$ cat src/rv_core_cfg.svh
`ifndef RV_CORE_CFG_SVH
`define RV_CORE_CFG_SVH

// datapath and bus address width
`define XLEN 32

// first fetch address after reset
`define RESET_PC 32'h0000_0000

// width of every class counter and the cycle counter
`define PERF_W 32

`endif

$ cat src/rv_decode_pkg.sv
package rv_decode_pkg;

    // major opcode, instr[6:2]
    typedef enum logic [4:0] {
        OPC_LOAD   = 5'b00000,
        OPC_OP_IMM = 5'b00100,
        OPC_AUIPC  = 5'b00101,
        OPC_STORE  = 5'b01000,
        OPC_OP     = 5'b01100,
        OPC_LUI    = 5'b01101,
        OPC_BRANCH = 5'b11000,
        OPC_JALR   = 5'b11001,
        OPC_JAL    = 5'b11011,
        OPC_SYSTEM = 5'b11100
    } opcode_t;

    typedef enum logic [3:0] {
        ALU_ADD  = 4'd0,
        ALU_SUB  = 4'd1,
        ALU_AND  = 4'd2,
        ALU_OR   = 4'd3,
        ALU_XOR  = 4'd4,
        ALU_SLL  = 4'd5,
        ALU_SRL  = 4'd6,
        ALU_SRA  = 4'd7,
        ALU_SLT  = 4'd8,
        ALU_SLTU = 4'd9
    } alu_op_t;

    typedef enum logic [2:0] {
        MEM_BYTE  = 3'd0,
        MEM_HALF  = 3'd1,
        MEM_WORD  = 3'd2,
        MEM_UBYTE = 3'd3,
        MEM_UHALF = 3'd4
    } mem_len_t;

    // also the perf_sel encoding
    typedef enum logic [2:0] {
        CLS_ALU_REG = 3'd0,
        CLS_ALU_IMM = 3'd1,
        CLS_JUMP    = 3'd2,
        CLS_LOAD    = 3'd3,
        CLS_BRANCH  = 3'd4,
        CLS_STORE   = 3'd5,
        CLS_SYSTEM  = 3'd6,
        CLS_ILLEGAL = 3'd7
    } inst_class_t;

    typedef enum logic [1:0] {
        FETCH_REQUEST  = 2'd0,
        FETCH_WAIT_ACK = 2'd1,
        FETCH_HOLD     = 2'd2
    } fetch_state_t;

    typedef enum logic {
        DEC_IDLE = 1'b0,
        DEC_HOLD = 1'b1
    } decode_state_t;

endpackage

$ cat src/fetch_decode_if.sv
`timescale 1ns/1ps
`include "rv_core_cfg.svh"

// fetch to decode handoff, transfer on valid && ready
interface fetch_decode_if;
    logic             valid;
    logic             ready;
    logic [`XLEN-1:0] instr;
    logic [`XLEN-1:0] pc;

    modport fetch (
        output valid,
        output instr,
        output pc,
        input  ready
    );

    modport decode (
        input  valid,
        input  instr,
        input  pc,
        output ready
    );
endinterface

$ cat src/instr_fetch.sv
`timescale 1ns/1ps
`include "rv_core_cfg.svh"

module instr_fetch import rv_decode_pkg::*; (
    input  logic             clk,
    input  logic             reset,
    output logic             wb_cyc,
    output logic             wb_stb,
    output logic             wb_we,
    output logic [`XLEN-1:0] wb_adr,
    input  logic [`XLEN-1:0] wb_dat_i,
    input  logic             wb_ack,
    input  logic             halt,
    fetch_decode_if.fetch    fd
);

    fetch_state_t     state;
    logic [`XLEN-1:0] pc;        // address of the next read
    logic [`XLEN-1:0] instr_q;
    logic [`XLEN-1:0] instr_pc;
    logic             handoff;

    assign handoff = fd.valid && fd.ready;

    // one classic read at a time, cyc and stb move together
    assign wb_cyc = (state == FETCH_WAIT_ACK);
    assign wb_stb = (state == FETCH_WAIT_ACK);
    assign wb_we  = 1'b0;
    assign wb_adr = pc;

    assign fd.valid = (state == FETCH_HOLD);
    assign fd.instr = instr_q;
    assign fd.pc    = instr_pc;

    always_ff @(posedge clk or posedge reset) begin
        if (reset) begin
            state <= FETCH_REQUEST;
            pc    <= `RESET_PC;
        end else begin
            case (state)
                FETCH_REQUEST: begin
                    if (!halt)
                        state <= FETCH_WAIT_ACK;
                end
                FETCH_WAIT_ACK: begin
                    if (wb_ack) begin
                        state <= FETCH_HOLD;
                        pc    <= pc + `XLEN'(4);
                    end
                end
                FETCH_HOLD: begin
                    // bus stays idle at least one cycle before the next read
                    if (handoff && !halt)
                        state <= FETCH_REQUEST;
                end
                default: state <= FETCH_REQUEST;
            endcase
        end
    end

    // word and its pc, held until decode takes them
    always_ff @(posedge clk) begin
        if (state == FETCH_WAIT_ACK && wb_ack) begin
            instr_q  <= wb_dat_i;
            instr_pc <= pc;
        end
    end

endmodule

$ cat src/instr_decode.sv
`timescale 1ns/1ps
`include "rv_core_cfg.svh"

module instr_decode import rv_decode_pkg::*; (
    input  logic             clk,
    input  logic             reset,
    fetch_decode_if.decode   fd,
    input  logic             ex_ready,
    output logic             dec_valid,
    output logic [4:0]       rs1,
    output logic [4:0]       rs2,
    output logic [4:0]       rd,
    output logic [`XLEN-1:0] imm,
    output logic [2:0]       func3,
    output logic [6:0]       func7,
    output alu_op_t          alu_op,
    output mem_len_t         mem_len,
    output logic             reg_write,
    output logic             mem_write,
    output logic             mem_read,
    output inst_class_t      inst_class,
    output logic             illegal,
    output logic             halt,
    output logic             retire,
    output inst_class_t      retire_class,
    output logic             accept_pulse
);

    localparam logic [`XLEN-1:0] EBREAK_WORD = 32'h0010_0073;

    decode_state_t    state;
    logic             ready_q;
    logic [`XLEN-1:0] instr_q;

    opcode_t          opc;
    logic [2:0]       f3;
    logic [6:0]       f7;
    logic [`XLEN-1:0] imm_i, imm_u, imm_s, imm_b, imm_j;
    logic [`XLEN-1:0] d_imm;
    alu_op_t          d_alu;
    mem_len_t         d_len;
    logic             d_rw, d_mw, d_mr, d_illegal;
    inst_class_t      d_class;

    // alt picks sub / sra
    function automatic alu_op_t alu_from_f3(input logic [2:0] f, input logic alt);
        case (f)
            3'b000:  return alt ? ALU_SUB : ALU_ADD;
            3'b001:  return ALU_SLL;
            3'b010:  return ALU_SLT;
            3'b011:  return ALU_SLTU;
            3'b100:  return ALU_XOR;
            3'b101:  return alt ? ALU_SRA : ALU_SRL;
            3'b110:  return ALU_OR;
            default: return ALU_AND;
        endcase
    endfunction

    assign fd.ready     = ready_q;
    assign accept_pulse = fd.valid && ready_q;
    assign retire       = dec_valid && ex_ready;
    assign retire_class = inst_class;

    assign opc = opcode_t'(instr_q[6:2]);
    assign f3  = instr_q[14:12];
    assign f7  = instr_q[31:25];

    assign imm_i = {{20{instr_q[31]}}, instr_q[31:20]};
    assign imm_u = {instr_q[31:12], 12'b0};
    assign imm_s = {{20{instr_q[31]}}, instr_q[31:25], instr_q[11:7]};
    assign imm_b = {{20{instr_q[31]}}, instr_q[7], instr_q[30:25], instr_q[11:8], 1'b0};
    assign imm_j = {{12{instr_q[31]}}, instr_q[19:12], instr_q[20], instr_q[30:21], 1'b0};

    always_comb begin
        d_imm     = '0;     // r-type keeps zero
        d_alu     = ALU_ADD;
        d_len     = MEM_WORD;
        d_rw      = 1'b0;
        d_mw      = 1'b0;
        d_mr      = 1'b0;
        d_class   = CLS_ILLEGAL;
        d_illegal = 1'b0;
        case (opc)
            OPC_LUI, OPC_AUIPC: begin
                d_imm   = imm_u;
                d_rw    = 1'b1;
                d_class = CLS_ALU_IMM;
            end
            OPC_JAL: begin
                d_imm   = imm_j;
                d_rw    = 1'b1;
                d_class = CLS_JUMP;
            end
            OPC_JALR: begin
                d_imm     = imm_i;
                d_rw      = 1'b1;
                d_class   = CLS_JUMP;
                d_illegal = (f3 != 3'b000);
            end
            OPC_BRANCH: begin
                d_imm   = imm_b;
                d_class = CLS_BRANCH;
                case (f3)
                    3'b000, 3'b001: d_alu = ALU_SUB;     // beq bne
                    3'b100, 3'b101: d_alu = ALU_SLT;     // blt bge
                    3'b110, 3'b111: d_alu = ALU_SLTU;
                    default:        d_illegal = 1'b1;
                endcase
            end
            OPC_LOAD: begin
                d_imm   = imm_i;
                d_rw    = 1'b1;
                d_mr    = 1'b1;
                d_class = CLS_LOAD;
                case (f3)
                    3'b000:  d_len = MEM_BYTE;
                    3'b001:  d_len = MEM_HALF;
                    3'b010:  d_len = MEM_WORD;
                    3'b100:  d_len = MEM_UBYTE;
                    3'b101:  d_len = MEM_UHALF;
                    default: d_illegal = 1'b1;
                endcase
            end
            OPC_STORE: begin
                d_imm   = imm_s;
                d_mw    = 1'b1;
                d_class = CLS_STORE;
                case (f3)
                    3'b000:  d_len = MEM_BYTE;
                    3'b001:  d_len = MEM_HALF;
                    3'b010:  d_len = MEM_WORD;
                    default: d_illegal = 1'b1;
                endcase
            end
            OPC_OP_IMM: begin
                d_imm   = imm_i;
                d_rw    = 1'b1;
                d_class = CLS_ALU_IMM;
                d_alu   = alu_from_f3(f3, (f3 == 3'b101) && f7[5]); // srai only
            end
            OPC_OP: begin
                d_rw    = 1'b1;
                d_class = CLS_ALU_REG;
                d_alu   = alu_from_f3(f3, f7[5]);
            end
            OPC_SYSTEM: begin
                d_class   = CLS_SYSTEM;
                d_illegal = (f3 != 3'b000);  // no csr support
            end
            default: d_illegal = 1'b1;
        endcase
        if (instr_q[1:0] != 2'b11)
            d_illegal = 1'b1;   // compressed encodings
        if (d_illegal) begin
            d_rw    = 1'b0;
            d_mw    = 1'b0;
            d_mr    = 1'b0;
            d_class = CLS_ILLEGAL;
        end
    end

    always_ff @(posedge clk or posedge reset) begin
        if (reset) begin
            state     <= DEC_IDLE;
            ready_q   <= 1'b1;
            dec_valid <= 1'b0;
            halt      <= 1'b0;
        end else begin
            case (state)
                DEC_IDLE: begin
                    if (accept_pulse) begin
                        state   <= DEC_HOLD;
                        ready_q <= 1'b0;
                        // raised on entry so fetch never reads past ebreak
                        if (fd.instr == EBREAK_WORD)
                            halt <= 1'b1;
                    end
                end
                DEC_HOLD: begin
                    if (!dec_valid) begin
                        dec_valid <= 1'b1;
                    end else if (ex_ready) begin
                        dec_valid <= 1'b0;
                        ready_q   <= !halt;
                        state     <= DEC_IDLE;
                    end
                end
                default: state <= DEC_IDLE;
            endcase
        end
    end

    always_ff @(posedge clk) begin
        if (accept_pulse)
            instr_q <= fd.instr;
    end

    // bundle loads once per instruction, then holds until delivered
    always_ff @(posedge clk) begin
        if (state == DEC_HOLD && !dec_valid) begin
            rs1        <= instr_q[19:15];
            rs2        <= instr_q[24:20];
            rd         <= instr_q[11:7];
            func3      <= f3;
            func7      <= f7;
            imm        <= d_imm;
            alu_op     <= d_alu;
            mem_len    <= d_len;
            reg_write  <= d_rw;
            mem_write  <= d_mw;
            mem_read   <= d_mr;
            inst_class <= d_class;
            illegal    <= d_illegal;
        end
    end

endmodule

$ cat src/inst_class_counter.sv
`timescale 1ns/1ps
`include "rv_core_cfg.svh"

module inst_class_counter import rv_decode_pkg::*; (
    input  logic              clk,
    input  logic              reset,
    input  logic              retire,
    input  inst_class_t       retire_class,
    input  logic              accept_pulse,
    input  inst_class_t       perf_sel,
    output logic [`PERF_W-1:0] perf_count,
    output logic [`PERF_W-1:0] start_cycle
);

    logic [`PERF_W-1:0] counts [8];  // indexed by class code
    logic [`PERF_W-1:0] cycle_cnt;

    assign perf_count = counts[perf_sel];

    always_ff @(posedge clk or posedge reset) begin
        if (reset) begin
            for (int i = 0; i < 8; i++)
                counts[i] <= '0;
        end else if (retire) begin
            counts[retire_class] <= counts[retire_class] + 1'b1;
        end
    end

    // free running, wraps
    always_ff @(posedge clk or posedge reset) begin
        if (reset)
            cycle_cnt <= '0;
        else
            cycle_cnt <= cycle_cnt + 1'b1;
    end

    // stamp of the most recent decode entry
    always_ff @(posedge clk or posedge reset) begin
        if (reset)
            start_cycle <= '0;
        else if (accept_pulse)
            start_cycle <= cycle_cnt;
    end

endmodule

$ cat src/decode_core_top.sv
`timescale 1ns/1ps
`include "rv_core_cfg.svh"

module decode_core_top import rv_decode_pkg::*; (
    input  logic               clk,
    input  logic               reset,
    output logic               wb_cyc,
    output logic               wb_stb,
    output logic               wb_we,
    output logic [`XLEN-1:0]   wb_adr,
    input  logic [`XLEN-1:0]   wb_dat_i,
    input  logic               wb_ack,
    input  logic               ex_ready,
    input  inst_class_t        perf_sel,
    output logic               dec_valid,
    output logic [4:0]         rs1,
    output logic [4:0]         rs2,
    output logic [4:0]         rd,
    output logic [`XLEN-1:0]   imm,
    output logic [2:0]         func3,
    output logic [6:0]         func7,
    output alu_op_t            alu_op,
    output mem_len_t           mem_len,
    output logic               reg_write,
    output logic               mem_write,
    output logic               mem_read,
    output inst_class_t        inst_class,
    output logic               illegal,
    output logic               halt,
    output logic [`PERF_W-1:0] perf_count,
    output logic [`PERF_W-1:0] start_cycle
);

    logic        retire;
    logic        accept_pulse;
    inst_class_t retire_class;

    fetch_decode_if fd_link ();

    instr_fetch instr_fetch_i (
        .clk      (clk),
        .reset    (reset),
        .wb_cyc   (wb_cyc),
        .wb_stb   (wb_stb),
        .wb_we    (wb_we),
        .wb_adr   (wb_adr),
        .wb_dat_i (wb_dat_i),
        .wb_ack   (wb_ack),
        .halt     (halt),
        .fd       (fd_link.fetch)
    );

    instr_decode instr_decode_i (
        .clk          (clk),
        .reset        (reset),
        .fd           (fd_link.decode),
        .ex_ready     (ex_ready),
        .dec_valid    (dec_valid),
        .rs1          (rs1),
        .rs2          (rs2),
        .rd           (rd),
        .imm          (imm),
        .func3        (func3),
        .func7        (func7),
        .alu_op       (alu_op),
        .mem_len      (mem_len),
        .reg_write    (reg_write),
        .mem_write    (mem_write),
        .mem_read     (mem_read),
        .inst_class   (inst_class),
        .illegal      (illegal),
        .halt         (halt),
        .retire       (retire),
        .retire_class (retire_class),
        .accept_pulse (accept_pulse)
    );

    inst_class_counter inst_class_counter_i (
        .clk          (clk),
        .reset        (reset),
        .retire       (retire),
        .retire_class (retire_class),
        .accept_pulse (accept_pulse),
        .perf_sel     (perf_sel),
        .perf_count   (perf_count),
        .start_cycle  (start_cycle)
    );

endmodule

$ cat config.mk
export PLATFORM = sky130hd
export DESIGN_NAME = decode_core_top
export DESIGN_NICKNAME = d
export VERILOG_FILES = /design/src/rv_decode_pkg.sv /design/src/fetch_decode_if.sv /design/src/instr_fetch.sv /design/src/instr_decode.sv /design/src/inst_class_counter.sv /design/src/decode_core_top.sv
export VERILOG_INCLUDE_DIRS = /design/src /design/src/src
export SDC_FILE = /design/constraint.sdc
export NUM_CORES = 1
export LEC_CHECK = 0
export ABC_AREA = 1
export BUFFER_PORTS_ARGS = -buffer_cell sky130_fd_sc_hd__clkbuf_2
export CORE_MARGIN = 1
export CORE_UTILIZATION = 40
export CTS_BUF_LIST = sky130_fd_sc_hd__clkbuf_8
export CTS_CLUSTER_SIZE = 30
export DETAILED_ROUTE_END_ITERATION = 8
export PLACE_DENSITY = 0.59
export SYNTH_ARGS = -nofsm -noshare
export SYNTH_HDL_FRONTEND = slang
export SYNTH_SLANG_ARGS = --single-unit
$ cat constraint.sdc
create_clock -name clk -period 23.8 [get_ports clk]
set_clock_uncertainty 0.05 [all_clocks]
set_input_delay 4.76 -clock clk [delete_from_list [all_inputs] [get_ports clk]]
set_output_delay 4.76 -clock clk [all_outputs]
set_load 0.01 [all_outputs]
# [Yosys cells after proc, flatten, opt, wreduce, memory -nomap -nowiden]
# Index checks and enable logic that the tools add are counted.
[word_totals] inputBits=39 mem_count=0 ff_bits=493 output_inout_bits=172 ramBits=0 elab_cells=138 latchBits=0 romBits=0
[classes] mux=42 n_shift=0 eq_ne=26 n_mul=0 bitwise=3 n_addsub=3 reduce_logical=30 div=0 magnitude_cmp=3
[op_table] cell="256-bit bitwise mux" count=1
[op_table] cell="32-bit binary-select mux with 3-bit select" count=2
[op_table] cell="32-bit two-way mux" count=5
[op_table] cell="32-bit case mux with 5 select lines" count=1
[op_table] cell="32-bit demux with 3-bit select" count=1
[op_table] cell="32-bit by 1-bit adder with 32-bit output, second input constant" count=2
[op_table] cell="4-bit case mux with 7 select lines" count=2
[op_table] cell="32-bit by 3-bit adder with 32-bit output, second input constant" count=1
[op_table] cell="32-bit by 21-bit equality test with 1-bit output, second input constant" count=1
[op_table] cell="4-bit case mux with 3 select lines" count=2
[op_table] cell="3-bit case mux with 7 select lines" count=1
[op_table] cell="5-bit equality test, second input constant" count=4
[op_table] cell="1-bit two-way mux" count=17
[op_table] cell="5-bit by 4-bit equality test with 1-bit output, second input constant" count=3
[op_table] cell="3-bit equality test, second input constant" count=4
[op_table] cell="3-bit case mux with 4 select lines" count=1
[op_table] cell="2-bit OR reduction" count=6
[op_table] cell="5-bit by 3-bit equality test with 1-bit output, second input constant" count=2
[op_table] cell="2-bit inequality test, second input constant" count=5
[op_table] cell="5-bit OR reduction" count=2
[op_table] cell="3-bit AND reduction" count=3
[op_table] cell="3-bit OR reduction" count=3
[op_table] cell="4-bit >= comparator, second input constant" count=2
[op_table] cell="3-bit NOT with 4-bit output" count=2
[op_table] cell="other kinds (22)" count=34

# [Depth between registers and ports, before layout]
[depth] word_depth=6 mapped_depth=17 ltp_nobuf=15

# [By module]
# From an unflattened synthesis, not the netlist that was laid out.
[hier_totals] hier_cells=3239 area_unflattened_um2=26391.6
[modules_own_cells] module="inst_class_counter" n_inst=1 seq_area_each_um2=8007.7 area_per_inst_um2=18062.3 cells_per_inst=2589
[modules_own_cells] module="instr_decode" n_inst=1 seq_area_each_um2=3194.3 area_per_inst_um2=4493.1 cells_per_inst=343
[modules_own_cells] module="instr_fetch" n_inst=1 seq_area_each_um2=2662.6 area_per_inst_um2=3836.2 cells_per_inst=307

# [Least setup slack after synthesis]
# OpenSTA, ideal clock, no wires.
[synth_timing] path_kind="input -> output" start="input port perf_sel[0]" end="output port perf_count[30]" stages=6 path_buffers=4 t_arrival_ns=6.179 slack_ns=12.811 required_time_ns=18.990 path_cell_list="clkbuf_1 -> clkbuf_1 -> clkbuf_1 -> clkbuf_1 -> o211ai_1 -> a31oi_1"
[synth_between] elab_chain_len=4
[synth_rtl] item="start: declaration" line_no="decode_core_top.sv:14" source="input inst_class_t perf_sel,"
[synth_rtl] item="3-bit NOT with 4-bit output (not written as such)" line_no="inst_class_counter.sv:18" source="assign perf_count = counts[perf_sel];"
[synth_rtl] item="32-bit binary-select mux with 3-bit select" line_no="inst_class_counter.sv:18"
[synth_rtl] item="32-bit two-way mux (not written as such) (2 in series)" line_no="inst_class_counter.sv:18"
[synth_rtl] item="end: declaration" line_no="decode_core_top.sv:30" source="output logic [`PERF_W-1:0] perf_count,"
# No other way between the ends. The select of a mux whose other input is x is not followed.

# [Worst setup path in the final report]
[layout_timing] start="input port perf_sel[0]" end="output port perf_count[31]"
# The elaborated chain is that of the path after synthesis.

==> flow_metrics.env <==
export IMPL_yosys_warnings=0
export IMPL_critPathCaptureType="primary output"
export IMPL_core_area_um2=60700
export IMPL_tns_ns=0
export IMPL_worst_path_max_fanout=85
export IMPL_htreeDepth=3
export IMPL_cts_hold_buf=0
export IMPL_drt_iter0_drc=1743
export IMPL_grtUsageMet2_pct=39.06
export IMPL_critPathLaunchType="primary input"
export IMPL_clk_path_buf_depth=3
export IMPL_syn_to_final_growth_pct=14.08
export IMPL_cts_clk_slew_worst_paths_ns=0.06
export IMPL_yosysSeqAreaShare_pct=52.39
export IMPL_die_area_um2=62860
export IMPL_synth_cell_types=48
export IMPL_busiest_layer="met2"
export IMPL_numCtsBuffers=89
export IMPL_slowest_stage="clkinv_2"
export IMPL_min_path_type="reg -> reg"
export IMPL_irDropWorstVdd_mv=0.04463
export IMPL_grt_use_total_pct=23.67
export IMPL_leakage_nw=13.65
export IMPL_grt_pass1_wl_um=116700
export IMPL_syn_inst=3143
export IMPL_critical_path_max_stage_delay_ns=0.84
export IMPL_grt_antenna_before_repair=1
export IMPL_use_met1_pct=31.55
export IMPL_grt_max_degree=101
export IMPL_wl_um=73680
export IMPL_status="complete, no violations"
export IMPL_drive_gt1_share_pct=12.33
export IMPL_post_cts_resized=0
export IMPL_synth_area_top_cells="dfrtp_1 (36%), edfxtp_1 (16%), nand2_1 (15%), inv_1 (6.5%), o21ai_0 (5.5%)"
export IMPL_finalMaxSlewViolations=0
export IMPL_crit_top_cell="buf_4"
export IMPL_io_buffers=207
export IMPL_synth_seq_cells=491
export IMPL_gr_total_overflow=0
export IMPL_netlist_area_leader_share_pct=35.90
export IMPL_setup_viol=0
export IMPL_drtAntennaViolNets=0
export IMPL_crit_type="in -> out"
export IMPL_grt_pass1_vias=20410
export IMPL_crit_chain="buf_4 -> clkinv_2 -> buf_4 -> o21ai_0 -> a21oi_1 -> a31oi_1 -> clkbuf_2"
export IMPL_fin_nets=3363
export IMPL_post_cts_buffers=0
export IMPL_synthArstFlopShare_pct=72.51
export IMPL_finish_instance_area_um2=28230
export IMPL_arrival_ns=7.91
export IMPL_timing_fmax_ghz=0.07863
export IMPL_finalHoldViolCount=0
export IMPL_synth_edf_count=135
export IMPL_hold_ws_ns=0.3933
export IMPL_drc=0
export IMPL_nFillCells=6107
export IMPL_p_per_area_nw_per_um2=100.4
export IMPL_placed_area_um2=26390
export IMPL_tritoncts="built"
export IMPL_rsz0062_at_grt="false"
export IMPL_fin_crit_ns=12.72
export IMPL_slew_headroom_pct=20.34
export IMPL_routedWlPerCell_um=17.66
export IMPL_synth_area_um2=24740
export IMPL_die_width_um=250.7
export IMPL_final_period_utilization_pct=53.44
export IMPL_clock_latency_ns=0.70
export IMPL_tightest_slew_ns=1.194
export IMPL_grt_util_met3_pct=4.344
export IMPL_synth_area_leader_cell="dfrtp_1"
export IMPL_via_per_inst=5.083
export IMPL_cts_sinks=491
export IMPL_maxCapViolations=0
export IMPL_num_rows=90
export IMPL_start_util_pct=40.77
export IMPL_io_pins=211
export IMPL_gp_congestion=0.8738
export IMPL_die_h_um=250.7
export IMPL_hpwl_um=46520
export IMPL_ys_flop_type="dfrtp_1"
export IMPL_worstPathRequired_ns=18.99
export IMPL_root_buffer="clkbuf_8"
export IMPL_syn_area_per_cell_um2=7.873
export IMPL_first_pass_iters=6
export IMPL_route_vias_total=21210
## path summary, 6_finish.rpt
path                       cells past startpoint                                       start                                            to  slack (ns)
setup reg to reg                              11  instr_decode_i.inst_class[0]$_SDFFCE_PP1P_   inst_class_counter_i.counts[10]$_DFFE_PP0P_       19.23
setup / recovery                               7                                 perf_sel[0]                                perf_count[31]       11.08
hold reg to reg                                0        instr_decode_i.instr_q[23]$_DFFE_PP_               instr_decode_i.rs2[3]$_DFFE_PP_        0.39
min in group asynchronous                      2                                       reset          instr_fetch_i.wb_adr[30]$_DFFE_PP0P_        4.09
hold / removal                                 0        instr_decode_i.instr_q[23]$_DFFE_PP_               instr_decode_i.rs2[3]$_DFFE_PP_        0.39
max in group asynchronous                      4                                       reset  inst_class_counter_i.counts[102]$_DFFE_PP0P_       17.45
## layer usage
layer	up-vias	routed length, um
met5	-	0
met4	0	1783
met3	137	4606
met2	684	34800
met1	9965	32490
li1	10420	-
## final cells by class
class	count	area, um2	share of cell area, %
Antenna cell	1	2.502	0.008865
Clock buffer	109	1500	5.314
Clock inverter	50	334.1	1.183
Inverter	438	1657	5.869
Multi-Input combinational cell	2066	9544	33.81
Sequential cell	491	12960	45.92
Tap cell	782	978.4	3.466
Timing Repair Buffer	235	1249	4.424
## per-stage QoR
stage          power, W  worst slack (ns)  utilization (%)  std cells
3_3_place_gp   0.002015             11.24            43.48       4012
6_report       0.002834             11.08            46.51       4172
4_1_cts        0.002857             11.25            46.50       4171
2_1_floorplan  0.001783             9.115                -       3145
3_5_place_dp   0.002025             11.26            43.48       4012
5_1_grt        0.003040             11.00            46.51       4172
## state kept, by name, indices dropped and copies added, names as in the netlist, 4 cells and up
name	count
inst_class_counter_i.counts	256
inst_class_counter_i.cycle_cnt	32
inst_class_counter_i.start_cycle	32
instr_decode_i.alu_op	4
instr_decode_i.func7	7
instr_decode_i.imm	32
instr_decode_i.instr_q	32
instr_decode_i.rd	5
instr_decode_i.rs1	5
instr_decode_i.rs2	5
instr_fetch_i.fd.instr	32
instr_fetch_i.wb_adr	30
## worst max-delay path, delay by kind of cell
| kind | cells | cell delay [ns] |
|---|---|---|
| buffers and inverters | 4 | 2.29 |
| AO/OA/AOI/OAI | 3 | 0.73 |
## power breakdown
part	internal, W	switching (W)
registers	0.00112	0.000134
clock network	0.000441	0.000379
logic	0.000242	0.000521
## kinds of logic (layout without fill, tap and decap cells)
kind of cell	count (synthesis)	after routing	synth area share, %
XOR/XNOR	66	66	2.366
AND/OR/NAND/NOR	1519	1519	25.32
AO/OA/AOI/OAI	475	475	10.56
other	1	4	0.01515
buffers and inverters	588	832	9.203
adder cells (fa/ha/maj)	3	3	0.1517
flip-flops	491	491	52.39
## synth_stat cells (all sizes together), types with 3 or more instances
cell type / number
a21oi: 102
a221oi: 29
a31oi: 32
buf: 45
clkbuf: 105
clkinv: 5
dfrtp: 355
edfxtp: 135
ha: 3
inv: 433
nand2: 1029
nand3: 267
nand4: 17
nor2: 159
nor3: 25
nor4: 16
o211ai: 15
o21ai: 285
o21bai: 3
xnor2: 5
xor2: 61
## placed cells by master (no fill, tap or decap), types with 6 or more instances in the layout
cell type,synthesis,final
o21ai_1,9,9
nor2_1,149,140
nor4_1,16,16
inv_2,7,11
clkbuf_8,0,109
o211ai_1,15,15
nor3_1,25,25
a31oi_1,32,32
nand3_2,6,6
xor2_1,60,60
a21oi_1,102,102
clkinv_1,5,12
nor2_2,7,14
nand3_1,261,261
inv_1,426,446
nand4_1,16,16
clkinv_2,0,8
clkbuf_2,1,206
o21ai_0,273,273
a221oi_1,29,29
nand2_1,1020,1020
nand2_2,9,9
buf_4,10,29
dfrtp_1,355,355
edfxtp_1,135,135
No activity file was read; power rests on OpenSTA's default activity.
